==> src/hdl/pdp_bus_pkg.sv <==
// shared widths, address map and bus types for the PDP-11 style bus
// 22-bit physical addressing only, the I/O page is the top 8 KB
// RAM is fitted below 760000 octal, everything above up to the I/O page
// is absent memory and answers with a bus error
// register addresses are full 22-bit physical addresses in octal
`default_nettype none

package pdp_bus_pkg;

   // physical address and data word widths
   localparam int addr_w = 22;
   localparam int data_w = 16;

   // address bits 21..13 all ones select the I/O page
   localparam logic [8:0] iopage_tag = 9'o777;

   // first address with no RAM behind it
   localparam logic [addr_w-1:0] ram_top = 22'o760000;

   // console switch / display register
   localparam logic [addr_w-1:0] reg_switch = 22'o17777570;
   // processor status word window
   localparam logic [addr_w-1:0] reg_psw = 22'o17777776;

   // block fill DMA register window
   localparam logic [addr_w-1:0] reg_dma_addr = 22'o17777500;
   localparam logic [addr_w-1:0] reg_dma_count = 22'o17777502;
   localparam logic [addr_w-1:0] reg_dma_data = 22'o17777504;
   localparam logic [addr_w-1:0] reg_dma_ctl = 22'o17777506;

   // one bus request, used by the CPU, the DMA engine and the RAM port
   typedef struct packed {
      logic [addr_w-1:0] addr;
      logic [data_w-1:0] wdata;
      logic rd;
      logic wr;
      logic byte_op;
   } bus_req_t;

   // address class of the current CPU request
   typedef struct packed {
      logic is_iopage;
      logic is_ram;
      logic ram_absent;
   } decode_t;

   // bus grant states
   typedef enum logic [2:0] {
      g_idle,
      g_cpu,
      g_dma_start,
      g_dma_run
   } grant_t;

endpackage

`default_nettype wire

==> src/hdl/bus_decode.sv <==
// address classifier for CPU requests
// purely combinational, the only place that knows the address map
// an I/O page hit never counts as RAM, so ram_absent only covers
// the hole between ram_top and the start of the I/O page
`timescale 1ns/1ps
`default_nettype none

module bus_decode
(
   input  pdp_bus_pkg::bus_req_t req,
   output pdp_bus_pkg::decode_t  dec
);

   // 22-bit map, octal
   //   00000000 - 00757777   fitted RAM
   //   00760000 - 17757777   no memory
   //   17760000 - 17777777   I/O page
   logic iopage_hit;
   logic below_top;

   // top nine address bits all set
   assign iopage_hit = (req.addr[21:13] == pdp_bus_pkg::iopage_tag);

   assign below_top = (req.addr < pdp_bus_pkg::ram_top);

   always_comb
   begin
      dec.is_iopage = iopage_hit;
      dec.is_ram = ~iopage_hit;
      // RAM space but nothing fitted there
      dec.ram_absent = ~iopage_hit & ~below_top;
   end

endmodule

`default_nettype wire

==> src/hdl/bus_arbiter.sv <==
// grant FSM sharing the single RAM port between the CPU and one DMA device
// DMA wins from idle when bus_arbitrate allows it, one word per grant
// CPU I/O page and absent memory cycles end in the first granted cycle,
// RAM cycles end on ram_done; bus_error is only meaningful with bus_ack
`timescale 1ns/1ps
`default_nettype none

module bus_arbiter
(
   input  logic                  clk,
   input  logic                  reset,
   input  pdp_bus_pkg::bus_req_t cpu_req,
   input  pdp_bus_pkg::decode_t  dec,
   input  logic                  bus_arbitrate,
   input  logic                  dma_req,
   input  pdp_bus_pkg::bus_req_t dma_mem,
   input  logic                  ram_done,
   input  logic                  no_decode,
   output pdp_bus_pkg::bus_req_t ram_req,
   output logic                  bus_ack,
   output logic                  bus_error,
   output logic                  dma_ack,
   output logic                  iopage_rd,
   output logic                  iopage_wr
);

   pdp_bus_pkg::grant_t state;
   pdp_bus_pkg::grant_t state_next;

   logic cpu_active;
   logic cpu_ram;
   logic cpu_done;
   logic grant_cpu;
   logic grant_dma;

   assign cpu_active = cpu_req.rd | cpu_req.wr;
   // fitted RAM only, absent memory never reaches the RAM pins
   assign cpu_ram = dec.is_ram & ~dec.ram_absent;
   assign cpu_done = ~cpu_ram | ram_done;

   assign grant_cpu = (state == pdp_bus_pkg::g_cpu);
   assign grant_dma = (state == pdp_bus_pkg::g_dma_run);

   always_ff @(posedge clk)
   begin
      if (reset)
         state <= pdp_bus_pkg::g_idle;
      else
         state <= state_next;
   end

   always_comb
   begin
      state_next = state;
      case (state)
         pdp_bus_pkg::g_idle:
         begin
            if (dma_req && bus_arbitrate)
               state_next = pdp_bus_pkg::g_dma_start;
            else if (cpu_active)
               state_next = pdp_bus_pkg::g_cpu;
         end
         pdp_bus_pkg::g_cpu:
         begin
            // a dropped request also frees the bus
            if (!cpu_active || cpu_done)
               state_next = pdp_bus_pkg::g_idle;
         end
         pdp_bus_pkg::g_dma_start:
            state_next = pdp_bus_pkg::g_dma_run;
         pdp_bus_pkg::g_dma_run:
         begin
            if (ram_done)
               state_next = pdp_bus_pkg::g_idle;
         end
         default:
            state_next = pdp_bus_pkg::g_idle;
      endcase
   end

   // RAM port mux, strobes only while the owner holds the grant
   always_comb
   begin
      if (state == pdp_bus_pkg::g_dma_start || grant_dma)
      begin
         ram_req = dma_mem;
         ram_req.rd = grant_dma & dma_mem.rd;
         ram_req.wr = grant_dma & dma_mem.wr;
      end
      else
      begin
         ram_req = cpu_req;
         ram_req.rd = grant_cpu & cpu_ram & cpu_req.rd;
         ram_req.wr = grant_cpu & cpu_ram & cpu_req.wr;
      end
   end

   assign iopage_rd = grant_cpu & cpu_req.rd & dec.is_iopage;
   assign iopage_wr = grant_cpu & cpu_req.wr & dec.is_iopage;

   assign bus_ack = grant_cpu & cpu_active & cpu_done;
   assign bus_error = bus_ack & (dec.ram_absent | (dec.is_iopage & no_decode));

   assign dma_ack = grant_dma & ram_done;

   // the RAM port owner keeps strobe, address and data until ram_done
   a_ram_hold: assert property (@(posedge clk) disable iff (reset)
      (ram_req.rd || ram_req.wr) && !ram_done |=> $stable(ram_req));

   a_ram_strobes: assert property (@(posedge clk) disable iff (reset)
      !(ram_req.rd && ram_req.wr));

   // a DMA word is only acknowledged once it is on the RAM pins
   a_dma_ack_strobe: assert property (@(posedge clk) disable iff (reset)
      dma_ack |-> ram_req.rd || ram_req.wr);

endmodule

`default_nettype wire

==> src/hdl/iopage_regs.sv <==
// I/O page registers: switches/display, PSW window and the DMA fill window
// whole words only, byte writes update the full register
// DMA start address is word aligned and limited to the low 64 KB
// any other I/O page address raises no_decode during the access
`timescale 1ns/1ps
`default_nettype none

module iopage_regs
(
   input  logic        clk,
   input  logic        reset,
   input  logic [21:0] addr,
   input  logic [15:0] wdata,
   input  logic        iopage_rd,
   input  logic        iopage_wr,
   input  logic [15:0] switches,
   input  logic [15:0] psw,
   input  logic        dma_busy,
   output logic [15:0] rdata,
   output logic        no_decode,
   output logic [15:0] display,
   output logic        psw_io_wr,
   output logic        dma_start,
   output logic [21:0] start_addr,
   output logic [15:0] word_count,
   output logic [15:0] fill_data
);

   logic sel_switch;
   logic sel_psw;
   logic sel_dma_addr;
   logic sel_dma_count;
   logic sel_dma_data;
   logic sel_dma_ctl;
   logic hit;
   logic [15:0] dma_addr_reg;

   assign sel_switch = (addr == pdp_bus_pkg::reg_switch);
   assign sel_psw = (addr == pdp_bus_pkg::reg_psw);
   assign sel_dma_addr = (addr == pdp_bus_pkg::reg_dma_addr);
   assign sel_dma_count = (addr == pdp_bus_pkg::reg_dma_count);
   assign sel_dma_data = (addr == pdp_bus_pkg::reg_dma_data);
   assign sel_dma_ctl = (addr == pdp_bus_pkg::reg_dma_ctl);

   assign hit = sel_switch | sel_psw | sel_dma_addr | sel_dma_count |
                sel_dma_data | sel_dma_ctl;

   assign no_decode = (iopage_rd | iopage_wr) & ~hit;

   // control reads back done in bit 7, busy in bit 0
   always_comb
   begin
      rdata = 16'd0;
      if (sel_switch)
         rdata = switches;
      else if (sel_psw)
         rdata = psw;
      else if (sel_dma_addr)
         rdata = dma_addr_reg;
      else if (sel_dma_count)
         rdata = word_count;
      else if (sel_dma_data)
         rdata = fill_data;
      else if (sel_dma_ctl)
         rdata = {8'd0, ~dma_busy, 6'd0, dma_busy};
   end

   always_ff @(posedge clk)
   begin
      if (reset)
      begin
         display <= 16'd0;
         psw_io_wr <= 1'b0;
         dma_start <= 1'b0;
      end
      else
      begin
         psw_io_wr <= iopage_wr & sel_psw;
         dma_start <= iopage_wr & sel_dma_ctl & wdata[0];
         if (iopage_wr && sel_switch)
            display <= wdata;
      end
   end

   // DMA parameters
   always_ff @(posedge clk)
   begin
      if (iopage_wr && sel_dma_addr)
         dma_addr_reg <= {wdata[15:1], 1'b0};
      if (iopage_wr && sel_dma_count)
         word_count <= wdata;
      if (iopage_wr && sel_dma_data)
         fill_data <= wdata;
   end

   assign start_addr = {6'd0, dma_addr_reg};

endmodule

`default_nettype wire

==> src/hdl/dma_fill.sv <==
// block fill DMA engine, writes count words of an incrementing pattern
// word n goes to start_addr + 2n with value fill_data + n (mod 2^16)
// one word per dma_ack, a start while busy or with count zero is ignored
// the request drops for one cycle after each word so a waiting CPU gets the bus
`timescale 1ns/1ps
`default_nettype none

module dma_fill
(
   input  logic                  clk,
   input  logic                  reset,
   input  logic                  dma_start,
   input  logic [21:0]           start_addr,
   input  logic [15:0]           word_count,
   input  logic [15:0]           fill_data,
   input  logic                  dma_ack,
   output logic                  dma_req,
   output pdp_bus_pkg::bus_req_t dma_mem,
   output logic                  dma_busy
);

   logic busy;
   logic ack_gap;
   logic [21:0] cur_addr;
   logic [15:0] remaining;
   logic [15:0] cur_val;
   logic accept;
   logic last_word;

   assign accept = dma_start & ~busy & (word_count != 16'd0);
   assign last_word = (remaining == 16'd1);

   always_ff @(posedge clk)
   begin
      if (reset)
         busy <= 1'b0;
      else if (accept)
         busy <= 1'b1;
      else if (dma_ack && last_word)
         busy <= 1'b0;
   end

   // free cycle after each word
   always_ff @(posedge clk)
   begin
      if (reset)
         ack_gap <= 1'b0;
      else
         ack_gap <= dma_ack;
   end

   // address, value and count of the word in flight
   always_ff @(posedge clk)
   begin
      if (accept)
      begin
         cur_addr <= start_addr;
         remaining <= word_count;
         cur_val <= fill_data;
      end
      else if (dma_ack)
      begin
         cur_addr <= cur_addr + 22'd2;
         remaining <= remaining - 16'd1;
         cur_val <= cur_val + 16'd1;
      end
   end

   // request is a level for as long as words remain
   assign dma_req = busy & ~ack_gap;
   assign dma_busy = busy;

   always_comb
   begin
      dma_mem.addr = cur_addr;
      dma_mem.wdata = cur_val;
      dma_mem.rd = 1'b0;
      dma_mem.wr = busy;
      dma_mem.byte_op = 1'b0;
   end

   // the arbiter only acknowledges a word that is requested
   a_ack_requested: assert property (@(posedge clk) disable iff (reset)
      dma_ack |-> dma_req);

endmodule

`default_nettype wire

==> src/hdl/bus_top.sv <==
// bus side of a small PDP-11 style system, CPU port plus one RAM port
// the CPU holds its request until bus_ack; the RAM holds nothing,
// it answers a held strobe with a one cycle ram_done
// DMA traffic only runs while bus_arbitrate is high
`timescale 1ns/1ps
`default_nettype none

module bus_top
(
   input  logic        clk,
   input  logic        reset,
   // CPU side
   input  logic        bus_rd,
   input  logic        bus_wr,
   input  logic        bus_byte_op,
   input  logic [21:0] bus_addr,
   input  logic [15:0] bus_data_in,
   input  logic        bus_arbitrate,
   output logic [15:0] bus_data_out,
   output logic        bus_ack,
   output logic        bus_error,
   // RAM side
   output logic [21:0] ram_addr,
   output logic [15:0] ram_data_out,
   output logic        ram_rd,
   output logic        ram_wr,
   output logic        ram_byte_op,
   input  logic [15:0] ram_data_in,
   input  logic        ram_done,
   // console and PSW
   input  logic [15:0] switches,
   output logic [15:0] display,
   input  logic [15:0] psw,
   output logic        psw_io_wr
);

   pdp_bus_pkg::bus_req_t cpu_req;
   pdp_bus_pkg::bus_req_t ram_req;
   pdp_bus_pkg::bus_req_t dma_mem;
   pdp_bus_pkg::decode_t dec;

   logic iopage_rd;
   logic iopage_wr;
   logic [15:0] io_rdata;
   logic no_decode;
   logic dma_start;
   logic [21:0] start_addr;
   logic [15:0] word_count;
   logic [15:0] fill_data;
   logic dma_busy;
   logic dma_req;
   logic dma_ack;

   always_comb
   begin
      cpu_req.addr = bus_addr;
      cpu_req.wdata = bus_data_in;
      cpu_req.rd = bus_rd;
      cpu_req.wr = bus_wr;
      cpu_req.byte_op = bus_byte_op;
   end

   bus_decode bus_decode_i
   (
      .req (cpu_req),
      .dec (dec)
   );

   bus_arbiter bus_arbiter_i
   (
      .clk           (clk),
      .reset         (reset),
      .cpu_req       (cpu_req),
      .dec           (dec),
      .bus_arbitrate (bus_arbitrate),
      .dma_req       (dma_req),
      .dma_mem       (dma_mem),
      .ram_done      (ram_done),
      .no_decode     (no_decode),
      .ram_req       (ram_req),
      .bus_ack       (bus_ack),
      .bus_error     (bus_error),
      .dma_ack       (dma_ack),
      .iopage_rd     (iopage_rd),
      .iopage_wr     (iopage_wr)
   );

   iopage_regs iopage_regs_i
   (
      .clk        (clk),
      .reset      (reset),
      .addr       (cpu_req.addr),
      .wdata      (cpu_req.wdata),
      .iopage_rd  (iopage_rd),
      .iopage_wr  (iopage_wr),
      .switches   (switches),
      .psw        (psw),
      .dma_busy   (dma_busy),
      .rdata      (io_rdata),
      .no_decode  (no_decode),
      .display    (display),
      .psw_io_wr  (psw_io_wr),
      .dma_start  (dma_start),
      .start_addr (start_addr),
      .word_count (word_count),
      .fill_data  (fill_data)
   );

   dma_fill dma_fill_i
   (
      .clk        (clk),
      .reset      (reset),
      .dma_start  (dma_start),
      .start_addr (start_addr),
      .word_count (word_count),
      .fill_data  (fill_data),
      .dma_ack    (dma_ack),
      .dma_req    (dma_req),
      .dma_mem    (dma_mem),
      .dma_busy   (dma_busy)
   );

   // RAM pins
   assign ram_addr = ram_req.addr;
   assign ram_data_out = ram_req.wdata;
   assign ram_rd = ram_req.rd;
   assign ram_wr = ram_req.wr;
   assign ram_byte_op = ram_req.byte_op;

   assign bus_data_out = dec.is_iopage ? io_rdata : ram_data_in;

endmodule

`default_nettype wire

==> config.mk <==
export PLATFORM = sky130hd
export DESIGN_NAME = bus_top
export DESIGN_NICKNAME = d
export VERILOG_FILES = /design/src/hdl/pdp_bus_pkg.sv /design/src/hdl/bus_decode.sv /design/src/hdl/bus_arbiter.sv /design/src/hdl/iopage_regs.sv /design/src/hdl/dma_fill.sv /design/src/hdl/bus_top.sv
export SDC_FILE = /design/constraint.sdc
export NUM_CORES = 1
export LEC_CHECK = 0
export CORE_MARGIN = 3
export CORE_UTILIZATION = 50
export CTS_CLUSTER_DIAMETER = 50
export DETAILED_ROUTE_END_ITERATION = 6
export DONT_BUFFER_PORTS = 1
export GPL_TIMING_DRIVEN = 1
export PLACE_DENSITY = 0.68
export RECOVER_POWER = 100
export SLEW_MARGIN = 20
export SYNTH_ARGS = -nofsm -noshare
export SYNTH_HDL_FRONTEND = slang
export SYNTH_SLANG_ARGS = --single-unit
==> constraint.sdc <==
create_clock -name clk -period 3.35 [get_ports clk]
set_input_delay 0.335 -clock clk [delete_from_list [all_inputs] [get_ports clk]]
set_output_delay 0.335 -clock clk [all_outputs]
set_load 0.02 [all_outputs]
==> metrics.csv <==
stage,metric,value,unit
grt,GR peak layer,met2,
setup_path,critical setup path kind,primary input to output port,
drt,drc violations,0,
pwr,Leak,2.45,nW
drt,via count,5350,
floorplanning,Vert. Die Dim,123,um
final_layout,"non-filler cells, final",857,
logic_synthesis,Synth Register Bits,122,
grt,vias in the first global route,4957,
final_layout,"commonest non-fill, non-tap cell in the layout",edfxtp_1,
clock_network,Resize count post-CTS,0,
logic_synthesis,Post-Syn Instances,649,
logic_synthesis,ys async rst share,0,
final_layout,# diodes,0,
logic_synthesis,Synth Area in Simple Gates,0.186,
grt,first-pass GRT wire length,27400,um
timing,Final min period,2.74,ns
place,DP Worst Slack,0.956,ns
setup_path,reg2reg end,iopage_regs_i.fill_data[15]$_DFFE_PP_,
floorplanning,Die X,123,um
timing,Tcrit/Tclk final,0.819,
floorplanning,full die area,0.0151,mm^2
grt,pin count of the biggest net entering global routing,50,
timing,count of endpoints failing setup in the final report,0,
logic_synthesis,Mapped Area,0.00683,mm^2
setup_path,FF-to-FF path depth,4,
logic_synthesis,register area share after synthesis,0.495,
clock_network,"Clk Latency, worst-skew pair",0.42,ns
pwr,Final Power,3.64,mW
min_path,Worst Hold Path EP,iopage_regs_i.dma_start$_SDFF_PP0_,
clock_network,clk root buf,clkbuf_16,
clock_network,Post-CTS Setup Inserts,0,
place,input/output buffers,0,
final_layout,Top reg by flops,dma_fill_i.cur_addr,
setup_path,Worst Setup End Kind,output port,
drt,routed vias/inst,6.24,
clock_network,clock transition at the registers of the reported paths,0.05,ns
timing,slew margin rel.,0.242,
grt,met1 global-route usage,0.326,
floorplanning,# rows,42,
clock_network,H-tree lvl count,4,
logic_synthesis,area fraction in compound gates after synthesis,0.120,
drt,wire per inst,21.3,um
logic_synthesis,Yosys cell types,57,
logic_synthesis,synth warn,0,
drt,initial DRC count,441,
timing,Worst Max-Slew Pin Slew,1.14,ns
floorplanning,Core Box Area,0.0133,mm^2
timing,Clock Skew,0.00826,ns
logic_synthesis,"EDFF count, synth",94,
grt,gr ovfl total,0,
floorplanning,number of placed I/O pins,169,
pwr,Max VDD drop,0.330,mV
final_layout,share of layout cells above drive strength 1,0.0881,
timing,Final Slew Violations,0,
floorplanning,Starting Density,0.514,
logic_synthesis,post-synth top area share,0.413,
clock_network,clock sinks,122,
drt,post-route ant nets,0,
drt,"wirelength, routed",18300,um
setup_path,R2R Setup Slk,0.66,ns
logic_synthesis,"area leader, netlist",edfxtp_1,
logic_synthesis,Post-synth top flop,edfxtp_1,
logic_synthesis,"Avg Cell Area, Syn",10.5,um^2
final_layout,Register Area,0.00338,mm^2
logic_synthesis,Synth Area in XOR/XNOR,0.0475,
timing,Fmax,364,MHz
grt,initial antenna violation count,0,
timing,Hold Fails Final Rpt,0,
final_layout,most frequent cells in the layout,"edfxtp_1 (94), nand2_1 (73), o21ai_0 (50)",
final_layout,max reg flops,21,
setup_path,Crit path required time,3.01,ns
grt,met3 usage,0.0668,
min_path,cell depth of the worst hold path,2,
setup_path,crit path DAT,2.41,ns
timing,RSZ-0062 raised after global routing,false,
setup_path,r2r startpoint,bus_arbiter_i.state[1]$_SDFFE_PP0P_,
logic_synthesis,largest family of logic cells by synthesized area,simple AND/OR/NAND/NOR gates,
timing,setup TNS,0,ns
grt,met2 Track Usage GR,0.370,
min_path,path category of the worst min-delay check,primary input to register,
final_layout,Filler cells,1152,
logic_synthesis,Adder-Cell Fraction of Synth Area,0.00733,
grt,total track usage,0.241,
outcome,status,completed,
clock_network,CTS Buf Count,17,
final_layout,area grow syn2layout,14.3,%
clock_network,hold_buf cts,17,
pwr,PwrDens,466,mW/mm^2
run,MaxCap Viol Count,0,
setup_path,CP Max Fanout,16,
setup_path,Worst setup SP type,primary input,
logic_synthesis,Area contributors post-synth,"edfxtp_1 (41%), dfxtp_1 (8.2%), mux2_2 (6.6%)",
drt,DR pass1 iterations,5,
timing,worst setup margin,0.606,ns
place,dpl hpwl,13300,um
final_layout,Nets,765,
final_layout,area of the multi-input gates,0.00327,mm^2
place,cell count after placement,808,
clock_network,CTS tree,yes,
logic_synthesis,mux contribution to synthesized area,0.113,
logic_synthesis,post-synth net total,746,
clock_network,maximum buffer depth of the clock tree,2,
min_path,Hold Crit Start,bus_addr[2],
place,Final GP Congestion,0.966,
final_layout,"Core Util, Final",0.587,
[logic make-up (layout without fill, tap and decap cells)]
group / after synthesis / count (layout)
adder cells (fa/ha/maj): 4 / 4
flip-flops: 122 / 122
multiplexers: 71 / 71
buffers and inverters: 50 / 82
AO/OA/AOI/OAI: 125 / 125
XOR/XNOR: 37 / 37
AND/OR/NAND/NOR: 240 / 240
[worst max-delay path: stages]
cell and delay, ns:
or4_1 0.54, nor3_1 0.27, clkbuf_1 0.59, a32oi_1 0.14, a31oi_1 0.53
[synth_stat cells, types with 5 or more instances]
cell / n
mux2i_1: 30
nor3_1: 13
a21oi_1: 9
nor2b_1: 5
inv_1: 17
nor2_1: 28
mux2_2: 40
nand4_1: 17
nor4_1: 18
a31oi_1: 14
clkbuf_1: 29
nand3_1: 19
and3_1: 5
nand2_1: 73
xnor2_1: 22
dfxtp_1: 28
a32oi_1: 13
nand2b_1: 33
o2bb2ai_1: 13
xor2_1: 15
o21ai_0: 50
edfxtp_1: 94
[layer usage]
layer  up-vias  share of wire  wire (um)
li1       2489              -          -
met1      2590           0.43       7820
met2       244           0.48       8730
met3        27          0.078       1430
met4         0          0.017        316
met5         -              0          0
[through the flow]
step	area [um^2]	hold slack, ns
after floorplan	6830	0.434
after detailed placement	7080	0.415
after CTS	7850	0.0227
final	7810	0.0463
after global routing	7810	0.0370
after global placement	7080	0.412
[power by group]
group | leakage [nW] | internal [mW] | total [mW] | switching, mW
clock network | 0.298 | 1.17 | 1.85 | 0.677
logic | 1.08 | 0.0628 | 0.171 | 0.108
registers | 1.07 | 1.62 | 1.62 | 0.00245
[worst max-delay path by stage]
stage	start	to	slack [ns]	cells past startpoint
global placement	iopage_regs_i.word_count[2]$_DFFE_PP_	dma_fill_i.cur_val[14]$_DFFE_PP_	1.01	5
finish	bus_addr[7]	bus_data_out[9]	0.61	5
global route	bus_arbiter_i.state[1]$_SDFFE_PP0P_	iopage_regs_i.word_count[14]$_DFFE_PP_	0.42	4
floorplan	bus_addr[7]	iopage_regs_i.word_count[0]$_DFFE_PP_	0.18	4
detailed placement	iopage_regs_i.word_count[2]$_DFFE_PP_	dma_fill_i.cur_val[14]$_DFFE_PP_	0.96	5
CTS	iopage_regs_i.word_count[2]$_DFFE_PP_	dma_fill_i.cur_addr[10]$_DFFE_PP_	0.90	5
[final cells by class]
class / instances / share of cell area
inverters: 17 / 0.00817
clock inverters: 8 / 0.00994
repair buffers: 33 / 0.0337
multi-input cells: 477 / 0.419
flip-flops and latches: 122 / 0.433
clock buffers: 24 / 0.0672
well taps: 176 / 0.0282
No activity file was read; power rests on OpenSTA's default activity.
